### src/rtl/hlane_pkg.sv
package hlane_pkg;

	// ============================================================
	// basic lane types
	// ============================================================
	typedef logic [15:0] half_value_t; // int16 or binary16, op decides
	typedef logic [4:0] reg_idx_t;

	localparam int NREGS = 32; // register file depth

	// results of the sign op
	localparam half_value_t FP_ONE_POS = 16'h3C00; // +1.0
	localparam half_value_t FP_ONE_NEG = 16'hBC00; // -1.0

	// ============================================================
	// instruction encoding
	// ============================================================
	typedef enum logic [5:0] {
		OP_R2       = 6'd0, // two-register forms, func picks the op
		OP_ADDI     = 6'd4,
		OP_SUBFI    = 6'd5, // imm - a
		OP_ANDI     = 6'd8,
		OP_ORI      = 6'd9,
		OP_XORI     = 6'd10,
		OP_CMP_EQI  = 6'd16, OP_CMP_NEI  = 6'd17,
		OP_CMP_LTI  = 6'd18, OP_CMP_GEI  = 6'd19,
		OP_CMP_LEI  = 6'd20, OP_CMP_GTI  = 6'd21,
		OP_CMP_LTUI = 6'd22, OP_CMP_GEUI = 6'd23,
		OP_CMP_LEUI = 6'd24, OP_CMP_GTUI = 6'd25,
		OP_FCMP_EQI = 6'd32, OP_FCMP_NEI = 6'd33,
		OP_FCMP_LTI = 6'd34, OP_FCMP_LEI = 6'd35,
		OP_FCMP_GTI = 6'd36, OP_FCMP_GEI = 6'd37
	} opcode_e;

	typedef enum logic [5:0] {
		OP_R1      = 6'd1, // unary, rb field holds the r1 selector
		OP_ADD     = 6'd4,
		OP_SUB     = 6'd5,
		OP_AND     = 6'd8,
		OP_OR      = 6'd9,
		OP_XOR     = 6'd10,
		OP_CMP_EQ  = 6'd16, OP_CMP_NE  = 6'd17,
		OP_CMP_LT  = 6'd18, OP_CMP_GE  = 6'd19,
		OP_CMP_LE  = 6'd20, OP_CMP_GT  = 6'd21,
		OP_CMP_LTU = 6'd22, OP_CMP_GEU = 6'd23,
		OP_CMP_LEU = 6'd24, OP_CMP_GTU = 6'd25,
		OP_FCMP_EQ = 6'd32, OP_FCMP_NE = 6'd33,
		OP_FCMP_LT = 6'd34, OP_FCMP_LE = 6'd35,
		OP_FCMP_GT = 6'd36, OP_FCMP_GE = 6'd37
	} func_e;

	typedef enum logic [4:0] {
		OP_CNTLZ   = 5'd0,
		OP_FABS    = 5'd1,
		OP_FNABS   = 5'd2,
		OP_FNEG    = 5'd3,
		OP_FCLASS  = 5'd4,
		OP_FSIGN   = 5'd5,
		OP_FFINITE = 5'd6,
		OP_SEXTB   = 5'd7
	} r1_e;

	typedef struct packed {
		opcode_e    opcode;
		reg_idx_t   rd;
		reg_idx_t   ra;
		reg_idx_t   rb; // unary selector when func is OP_R1
		func_e      func;
		logic [4:0] pad;
	} r2_instr_t;

	typedef struct packed {
		opcode_e     opcode;
		reg_idx_t    rd;
		reg_idx_t    ra;
		half_value_t imm;
	} ri_instr_t;

	typedef struct packed {
		opcode_e     opcode;
		logic [25:0] rest; // layout depends on opcode
	} any_instr_t;

	typedef union packed {
		r2_instr_t  r2;
		ri_instr_t  ri;
		any_instr_t any;
	} instruction_t;

	// ============================================================
	// pipeline payloads
	// ============================================================
	typedef struct packed {
		instruction_t ir;
		half_value_t  a;   // ra operand after forwarding
		half_value_t  b;   // rb operand after forwarding
		half_value_t  imm;
	} issue_t;

	typedef struct packed {
		reg_idx_t    rd;
		half_value_t value;
	} result_t;

endpackage

### src/rtl/alu16.sv
`timescale 1ns/10ps

module alu16 (
	input  hlane_pkg::instruction_t ir_i,
	input  hlane_pkg::half_value_t  a_i,
	input  hlane_pkg::half_value_t  b_i,
	input  hlane_pkg::half_value_t  imm_i,
	output hlane_pkg::half_value_t  o_o
);

	logic                   sgn, xz, vz, inf, xinf, snan, qnan; // fields of a
	logic [15:0]            fcmp;   // a vs b
	logic [15:0]            fcmpi;  // a vs imm
	hlane_pkg::half_value_t fclass;
	logic [4:0]             cntlz;  // 0..16

	// compare results go out as 0 or 1
	function automatic hlane_pkg::half_value_t flag(input logic c);
		return {15'd0, c};
	endfunction

	fp_decomp16 decomp_inst (
		.i_i   (a_i),
		.sgn_o (sgn),
		.xz_o  (xz),
		.vz_o  (vz),
		.inf_o (inf),
		.xinf_o(xinf),
		.snan_o(snan),
		.qnan_o(qnan)
	);

	fp_compare16 cmp_reg_inst (.a_i(a_i), .b_i(b_i), .o_o(fcmp));
	fp_compare16 cmp_imm_inst (.a_i(a_i), .b_i(imm_i), .o_o(fcmpi));

	// ============================================================
	// unary helpers
	// ============================================================
	always_comb begin
		cntlz = 5'd16; // all zero input
		for (int i = 0; i < 16; i++) begin
			if (a_i[i])
				cntlz = 5'(15 - i); // highest set bit wins, scanned last
		end
	end

	always_comb begin
		fclass     = '0;
		fclass[0]  = sgn & inf;         // -inf
		fclass[1]  = sgn;               // negative
		fclass[2]  = sgn & xz & ~vz;    // -subnormal
		fclass[3]  = sgn & vz;          // -0
		fclass[4]  = ~sgn & vz;         // +0
		fclass[5]  = ~sgn & xz & ~vz;   // +subnormal
		fclass[6]  = ~sgn;              // positive
		fclass[7]  = ~sgn & inf;        // +inf
		fclass[8]  = snan;
		fclass[9]  = qnan;
		fclass[15] = sgn;
	end

	// ============================================================
	// opcode -> func -> unary selector
	// ============================================================
	always_comb begin
		case (ir_i.any.opcode)
			hlane_pkg::OP_R2:
				case (ir_i.r2.func)
					hlane_pkg::OP_R1:
						case (hlane_pkg::r1_e'(ir_i.r2.rb))
							hlane_pkg::OP_CNTLZ:   o_o = {11'd0, cntlz};
							hlane_pkg::OP_FABS:    o_o = {1'b0, a_i[14:0]};
							hlane_pkg::OP_FNABS:   o_o = {1'b1, a_i[14:0]};
							hlane_pkg::OP_FNEG:    o_o = {~a_i[15], a_i[14:0]};
							hlane_pkg::OP_FCLASS:  o_o = fclass;
							hlane_pkg::OP_FSIGN:
								o_o = vz ? '0 : (sgn ? hlane_pkg::FP_ONE_NEG : hlane_pkg::FP_ONE_POS);
							hlane_pkg::OP_FFINITE: o_o = flag(~xinf);
							hlane_pkg::OP_SEXTB:   o_o = {{8{a_i[7]}}, a_i[7:0]};
							default:               o_o = '0;
						endcase
					hlane_pkg::OP_ADD:     o_o = a_i + b_i; // wraps mod 2^16
					hlane_pkg::OP_SUB:     o_o = a_i - b_i;
					hlane_pkg::OP_AND:     o_o = a_i & b_i;
					hlane_pkg::OP_OR:      o_o = a_i | b_i;
					hlane_pkg::OP_XOR:     o_o = a_i ^ b_i;
					hlane_pkg::OP_CMP_EQ:  o_o = flag(a_i == b_i);
					hlane_pkg::OP_CMP_NE:  o_o = flag(a_i != b_i);
					hlane_pkg::OP_CMP_LT:  o_o = flag($signed(a_i) < $signed(b_i));
					hlane_pkg::OP_CMP_GE:  o_o = flag($signed(a_i) >= $signed(b_i));
					hlane_pkg::OP_CMP_LE:  o_o = flag($signed(a_i) <= $signed(b_i));
					hlane_pkg::OP_CMP_GT:  o_o = flag($signed(a_i) > $signed(b_i));
					hlane_pkg::OP_CMP_LTU: o_o = flag(a_i < b_i);
					hlane_pkg::OP_CMP_GEU: o_o = flag(a_i >= b_i);
					hlane_pkg::OP_CMP_LEU: o_o = flag(a_i <= b_i);
					hlane_pkg::OP_CMP_GTU: o_o = flag(a_i > b_i);
					hlane_pkg::OP_FCMP_EQ: o_o = flag(fcmp[0]);
					hlane_pkg::OP_FCMP_NE: o_o = flag(fcmp[8] | fcmp[4]); // 1 on nan
					hlane_pkg::OP_FCMP_LT: o_o = flag(fcmp[1]);
					hlane_pkg::OP_FCMP_LE: o_o = flag(fcmp[2]);
					hlane_pkg::OP_FCMP_GT: o_o = flag(fcmp[10]);
					hlane_pkg::OP_FCMP_GE: o_o = flag(fcmp[9]);
					default:               o_o = '0;
				endcase
			hlane_pkg::OP_ADDI:     o_o = a_i + imm_i;
			hlane_pkg::OP_SUBFI:    o_o = imm_i - a_i;   // reversed operands
			hlane_pkg::OP_ANDI:     o_o = a_i & imm_i;
			hlane_pkg::OP_ORI:      o_o = a_i | imm_i;
			hlane_pkg::OP_XORI:     o_o = a_i ^ imm_i;
			hlane_pkg::OP_CMP_EQI:  o_o = flag(a_i == imm_i);
			hlane_pkg::OP_CMP_NEI:  o_o = flag(a_i != imm_i);
			hlane_pkg::OP_CMP_LTI:  o_o = flag($signed(a_i) < $signed(imm_i));
			hlane_pkg::OP_CMP_GEI:  o_o = flag($signed(a_i) >= $signed(imm_i));
			hlane_pkg::OP_CMP_LEI:  o_o = flag($signed(a_i) <= $signed(imm_i));
			hlane_pkg::OP_CMP_GTI:  o_o = flag($signed(a_i) > $signed(imm_i));
			hlane_pkg::OP_CMP_LTUI: o_o = flag(a_i < imm_i);
			hlane_pkg::OP_CMP_GEUI: o_o = flag(a_i >= imm_i);
			hlane_pkg::OP_CMP_LEUI: o_o = flag(a_i <= imm_i);
			hlane_pkg::OP_CMP_GTUI: o_o = flag(a_i > imm_i);
			hlane_pkg::OP_FCMP_EQI: o_o = flag(fcmpi[0]);
			hlane_pkg::OP_FCMP_NEI: o_o = flag(fcmpi[8] | fcmpi[4]);
			hlane_pkg::OP_FCMP_LTI: o_o = flag(fcmpi[1]);
			hlane_pkg::OP_FCMP_LEI: o_o = flag(fcmpi[2]);
			hlane_pkg::OP_FCMP_GTI: o_o = flag(fcmpi[10]);
			hlane_pkg::OP_FCMP_GEI: o_o = flag(fcmpi[9]);
			default:                o_o = '0;
		endcase
	end

endmodule

### src/rtl/fp_compare16.sv
`timescale 1ns/10ps

module fp_compare16 (
	input  hlane_pkg::half_value_t a_i,
	input  hlane_pkg::half_value_t b_i,
	output logic [15:0]            o_o
);

	logic        sa, sb;   // signs
	logic        za, zb;   // +/-0
	logic        sna, snb;
	logic        qna, qnb;
	logic [14:0] ma, mb;   // magnitudes
	logic        nan;      // unordered pair
	logic        both_z;
	logic        eq;
	logic        lt;

	fp_decomp16 decomp_a_inst (
		.i_i   (a_i),
		.sgn_o (sa),
		.xz_o  (),
		.vz_o  (za),
		.inf_o (),
		.xinf_o(),
		.snan_o(sna),
		.qnan_o(qna)
	);

	fp_decomp16 decomp_b_inst (
		.i_i   (b_i),
		.sgn_o (sb),
		.xz_o  (),
		.vz_o  (zb),
		.inf_o (),
		.xinf_o(),
		.snan_o(snb),
		.qnan_o(qnb)
	);

	assign ma     = a_i[14:0];
	assign mb     = b_i[14:0];
	assign nan    = sna | qna | snb | qnb;
	assign both_z = za & zb;               // +0 == -0
	assign eq     = ~nan & (both_z | (a_i == b_i));

	// sign-magnitude ordering, nan masked below
	always_comb begin
		case ({sa, sb})
			2'b10:   lt = ~both_z;    // neg < pos unless both are zero
			2'b01:   lt = 1'b0;
			2'b00:   lt = (ma < mb);
			default: lt = (ma > mb);  // both negative, bigger mag is smaller
		endcase
	end

	always_comb begin
		o_o     = '0;
		o_o[0]  = eq;
		o_o[1]  = ~nan & lt;
		o_o[2]  = ~nan & (lt | eq);
		o_o[4]  = nan;                 // unordered
		o_o[8]  = ~eq;                 // also set for nan
		o_o[9]  = ~nan & ~lt;
		o_o[10] = ~nan & ~(lt | eq);
	end

endmodule

### src/rtl/fp_decomp16.sv
`timescale 1ns/10ps

module fp_decomp16 (
	input  hlane_pkg::half_value_t i_i,
	output logic                   sgn_o,
	output logic                   xz_o,   // exponent all zeros
	output logic                   vz_o,   // value is +/-0
	output logic                   inf_o,
	output logic                   xinf_o, // exponent all ones
	output logic                   snan_o,
	output logic                   qnan_o
);

	logic [4:0] expo; // biased exponent
	logic [9:0] man;  // stored mantissa, no hidden bit
	logic       mz;   // mantissa zero

	assign sgn_o = i_i[15];
	assign expo  = i_i[14:10];
	assign man   = i_i[9:0];

	assign xz_o   = (expo == 5'd0);
	assign xinf_o = &expo;
	assign mz     = (man == 10'd0);

	// zero and subnormal share exponent 0, mantissa tells them apart
	assign vz_o  = xz_o & mz;
	assign inf_o = xinf_o & mz;

	// nan kind is set by the top mantissa bit
	assign snan_o = xinf_o & ~mz & ~man[9];
	assign qnan_o = xinf_o & man[9];

endmodule

### src/rtl/hlane_regfile.sv
`timescale 1ns/10ps

module hlane_regfile (
	input  logic                   clk_i,
	input  logic                   arst_n_i,
	// read ports, combinational
	input  hlane_pkg::reg_idx_t    ra_i,
	input  hlane_pkg::reg_idx_t    rb_i,
	output hlane_pkg::half_value_t a_o,
	output hlane_pkg::half_value_t b_o,
	// writeback from the result stage
	input  logic                   wr_i,
	input  hlane_pkg::result_t     wr_res_i,
	// external preset
	input  logic                   ld_i,
	input  hlane_pkg::reg_idx_t    ld_idx_i,
	input  hlane_pkg::half_value_t ld_data_i
);

	hlane_pkg::half_value_t regs_q [hlane_pkg::NREGS];

	always_ff @(posedge clk_i or negedge arst_n_i) begin
		if (!arst_n_i) begin
			for (int i = 0; i < hlane_pkg::NREGS; i++) begin
				regs_q[i] <= '0;
			end
		end else begin
			if (ld_i)
				regs_q[ld_idx_i] <= ld_data_i;
			if (wr_i)
				regs_q[wr_res_i.rd] <= wr_res_i.value; // last nba wins the collision
		end
	end

	// write-through so an issue in the writeback cycle sees the new value
	assign a_o = (wr_i && (wr_res_i.rd == ra_i)) ? wr_res_i.value : regs_q[ra_i];
	assign b_o = (wr_i && (wr_res_i.rd == rb_i)) ? wr_res_i.value : regs_q[rb_i];

endmodule

### src/rtl/hlane_top.sv
`timescale 1ns/10ps

module hlane_top (
	input  logic                    clk_i,
	input  logic                    arst_n_i,
	input  logic                    issue_i,   // one-cycle strobe
	input  hlane_pkg::instruction_t instr_i,
	input  logic                    ld_i,
	input  hlane_pkg::reg_idx_t     ld_idx_i,
	input  hlane_pkg::half_value_t  ld_data_i,
	output logic                    res_valid_o,
	output hlane_pkg::result_t      res_o
);

	hlane_pkg::half_value_t rf_a, rf_b;   // regfile read data
	hlane_pkg::half_value_t alu_o;
	hlane_pkg::issue_t      s1_d, s1_q;   // stage 1 payload
	logic                   s1_valid_q;
	logic                   fwd_a, fwd_b;

	hlane_regfile regfile_inst (
		.clk_i    (clk_i),
		.arst_n_i (arst_n_i),
		.ra_i     (instr_i.r2.ra),
		.rb_i     (instr_i.r2.rb),
		.a_o      (rf_a),
		.b_o      (rf_b),
		.wr_i     (res_valid_o),   // stage 2 writes back
		.wr_res_i (res_o),
		.ld_i     (ld_i),
		.ld_idx_i (ld_idx_i),
		.ld_data_i(ld_data_i)
	);

	// ============================================================
	// issue and forwarding
	// ============================================================
	// the instruction in stage 1 is one older than the incoming one
	assign fwd_a = s1_valid_q && (s1_q.ir.r2.rd == instr_i.r2.ra);
	assign fwd_b = s1_valid_q && (s1_q.ir.r2.rd == instr_i.r2.rb);

	always_comb begin
		s1_d.ir  = instr_i;
		s1_d.a   = fwd_a ? alu_o : rf_a;
		s1_d.b   = fwd_b ? alu_o : rf_b;  // rb is the unary selector for r1, harmless
		s1_d.imm = instr_i.ri.imm;
	end

	always_ff @(posedge clk_i or negedge arst_n_i) begin
		if (!arst_n_i)
			s1_valid_q <= 1'b0;
		else
			s1_valid_q <= issue_i;
	end

	always_ff @(posedge clk_i) begin
		if (issue_i)
			s1_q <= s1_d;
	end

	alu16 alu_inst (
		.ir_i (s1_q.ir),
		.a_i  (s1_q.a),
		.b_i  (s1_q.b),
		.imm_i(s1_q.imm),
		.o_o  (alu_o)
	);

	// ============================================================
	// result stage
	// ============================================================
	always_ff @(posedge clk_i or negedge arst_n_i) begin
		if (!arst_n_i) begin
			res_valid_o <= 1'b0;
			res_o       <= '0;
		end else begin
			res_valid_o <= s1_valid_q;
			if (s1_valid_q)
				res_o <= '{rd: s1_q.ir.r2.rd, value: alu_o}; // holds last result otherwise
		end
	end

endmodule

### config.mk
export PLATFORM = sky130hd
export DESIGN_NAME = hlane_top
export DESIGN_NICKNAME = d
export VERILOG_FILES = /design/src/rtl/hlane_pkg.sv /design/src/rtl/alu16.sv /design/src/rtl/fp_compare16.sv /design/src/rtl/fp_decomp16.sv /design/src/rtl/hlane_regfile.sv /design/src/rtl/hlane_top.sv
export SDC_FILE = /design/constraint.sdc
export NUM_CORES = 2
export LEC_CHECK = 0
export ABC_CLOCK_PERIOD_IN_PS = 11000
export BUFFER_PORTS_ARGS = -buffer_cell sky130_fd_sc_hd__clkbuf_2
export CAP_MARGIN = 20
export CORE_UTILIZATION = 27
export DETAILED_ROUTE_END_ITERATION = 16
export PLACE_DENSITY = 0.43
export SYNTH_ARGS = -nofsm -noshare
export SYNTH_HDL_FRONTEND = slang
export SYNTH_HIERARCHICAL = 1
export SYNTH_SLANG_ARGS = --single-unit
### constraint.sdc
create_clock -name clk_i -period 11 [get_ports clk_i]
set_clock_uncertainty 0.2 [all_clocks]
set_input_delay 0 -clock clk_i [delete_from_list [all_inputs] [get_ports clk_i]]
set_output_delay 0 -clock clk_i [all_outputs]
set_load 0.01 [all_outputs]
==> summary.txt <==
Outcome
  • Status: finished clean

Clock tree
  • Worst skew pair latency: 0.69 ns
  • CTS root buf: clkbuf_16
  • Clock sinks: 594
  • # resized after CTS: 0
  • Worst-path clk slew: 0.07 ns
  • H-tree depth: 3
  • Total CTS buffers: 78
  • Clock buffer depth: 3
  • CTS tree: done

Floorplanning
  • Site Rows: 147
  • Die Y: roughly 410 um
  • Initial Utilization: between 20% and 30%
  • Area of the die: 0.165 sq mm
  • Core box area: between 0.15 and 0.2 sq mm
  • Die X-Extent: 406 um
  • IO Count: 79

Pwr
  • Pwr dens: roughly 210 mW/mm^2
  • Lkg Pwr: 20.8 nW
  • Pwr Total: 10.5 mW
  • VDD IR max: 0.124 mV

Final layout
  • FF+latch area: between 0.015 and 0.02 sq mm
  • Share of cells above drive strength 1: 16.2%
  • Filler cell count: roughly 17000
  • Multi-input logic area: 0.0262 sq mm
  • Area grow syn2layout: 11.8%
  • Final #Nets: 4600
  • Design Area, Final: 0.0492 sq mm
  • Post-Layout Cell Count: 6623

STA
  • Worst-margin pin slew: ~1.2 ns
  • RSZ-0062 raised after global routing: no
  • Final Slew Violations: 0
  • Setup TNS: 0 ns
  • Final period util: 48.5%
  • # setup viols final: 0
  • Slew HR: between 10% and 20%
  • Minimum clock period: 5.33 ns
  • Final Hold Vio Count: 0
  • Fmax: approximately 190 MHz

Min path
  • Hold Path Depth: 5
  • Hold Path Sink: regfile_inst/regs_q[187]$_DFF_PN0_
  • Hold wc startpoint: ld_idx_i[4]
  • Hold Path Class: in -> reg

Placed design
  • Cell area after placement: about 0.046 sq mm
  • IO buf count: 78
  • Final HPWL DP: ~120000 um
  • Placed Cells: about 6400
  • Gpl congestion: 0.908

Route
  • First-pass iteration count of the detailed router: 6
  • ANT nets after route: 0
  • Vias: 36621
  • DRC: 0
  • Drt wl/cell: 28.5 um
  • Starting DRT DRC Count: about 3900
  • Final WL: roughly 190000 um
  • Routed vias/inst: 5.53

Setup path
  • Critical path class: reg -> reg
  • Worst Reg-to-Reg Cells: 11
  • Crit. End Element: register
  • FF-to-FF setup slack: 5.67 ns
  • CP startpoint kind: register
  • R2R Path End: s1_q[45]$_DFFE_PP_
  • Crit path DAT: ~5.6 ns
  • RR Startpoint: s1_q[36]$_DFFE_PP_
  • CP max FO: 13
  • Worst EP required: 11.21 ns

Yosys
  • Net Count, Synth: 4694
  • YS warnings: 6
  • Avg Cell Area, Syn: 9.79 sq um
  • Syn Std Cell Area: roughly 0.044 sq mm
  • Synth Instances: 4491

Global routing
  • Largest net degree at the start of global routing: between 100 and 150
  • Vias in the first global route: 34654
  • Global-route wire length before repair: 269000 um
  • GRT Total Usage: 22.6%
  • Initial antenna violation count: 12
  • GRT overflow: 0

Job
  • Max_cap viols: 0
worst max-delay path, cell delays in order (launching register included):
cell	delay, ns
edfxtp_1	0.80
inv_1	0.25
ha_1	0.50
nor3_1	0.32
nor4_1	0.09
a211o_1	0.37
o221ai_1	0.38
xnor2_1	0.17
o21ai_0	0.18
a2111oi_0	1.09
o211ai_1	0.35
mux2_4	0.36
cell type report:
type | count | share of cell area, %
antenna | 4 | 0.0204
clock inverter | 22 | 0.664
clock buffer | 120 | 4.81
multi-input combinational | 3352 | 53.3
tap | 2160 | 5.50
sequential | 594 | 30.9
inverter | 126 | 0.962
timing repair buffer | 245 | 3.85
state kept, by name, summed over array words and instances, names as in the netlist:
register / cells
res_valid_o: 1
regfile_inst/regs_q: 512
res_o: 21
s1_q: 59
s1_valid_q: 1
per-layer routing:
layer	GRT usage, %	up-vias	part of all wire [%]
met5	0	-	0.056
met4	8.02	18	3.7
met3	4.22	269	7.1
met2	34.8	1439	45
met1	31.4	18676	44
li1	-	16219	-
power breakdown:
| part | leakage, nW | internal [mW] | total [mW] | switching (mW) |
|---|---|---|---|---|
| clock network | 1.32 | 1.59 | 2.73 | 1.14 |
| logic | 12.7 | 1.77 | 3.71 | 1.94 |
| registers | 6.77 | 3.17 | 4.04 | 0.878 |
cell usage in the layout (no fill, tap or decap), types with 46 or more instances in the layout:
| master | count |
|---|---|
| mux2i_1 | 606 |
| dfrtp_1 | 520 |
| nand2_1 | 463 |
| nor2_1 | 399 |
| a21oi_1 | 345 |
| o21ai_0 | 297 |
| mux4_2 | 215 |
| ha_1 | 142 |
| inv_1 | 124 |
| buf_4 | 102 |
| clkbuf_16 | 81 |
| clkbuf_2 | 72 |
| edfxtp_1 | 59 |
| dlygate4sd3_1 | 56 |
| mux2_2 | 53 |
| nand3_1 | 52 |
| o21ai_1 | 46 |
what timing repair did:
action | 4_1_cts | 5_1_grt
hold endpoints to repair | 440 | 0
setup buffers | 0 | 0
hold buffers | 57 | 0
stage by stage:
step	hold slack, ns	setup WS [ns]	utilization (%)
finish	0.0385	5.67	30.5
global route	0.0569	5.58	30.5
CTS	0.00178	5.90	30.5
detailed placement	-0.168	5.91	28.5
global placement	-0.165	5.96	28.4
floorplan	-0.496	6.85	-
how the worst max path moves through the flow:
stage	to	cells past startpoint	start	slack, ns
floorplan	s1_q[16]$_DFFE_PP_	14	s1_q[33]$_DFFE_PP_	6.85
global placement	s1_q[45]$_DFFE_PP_	11	s1_q[36]$_DFFE_PP_	5.96
detailed placement	s1_q[45]$_DFFE_PP_	11	s1_q[36]$_DFFE_PP_	5.91
CTS	s1_q[45]$_DFFE_PP_	11	s1_q[36]$_DFFE_PP_	5.90
global route	s1_q[45]$_DFFE_PP_	11	s1_q[36]$_DFFE_PP_	5.58
finish	s1_q[45]$_DFFE_PP_	11	s1_q[36]$_DFFE_PP_	5.67
Note: power is estimated with default switching activity, not from simulation.
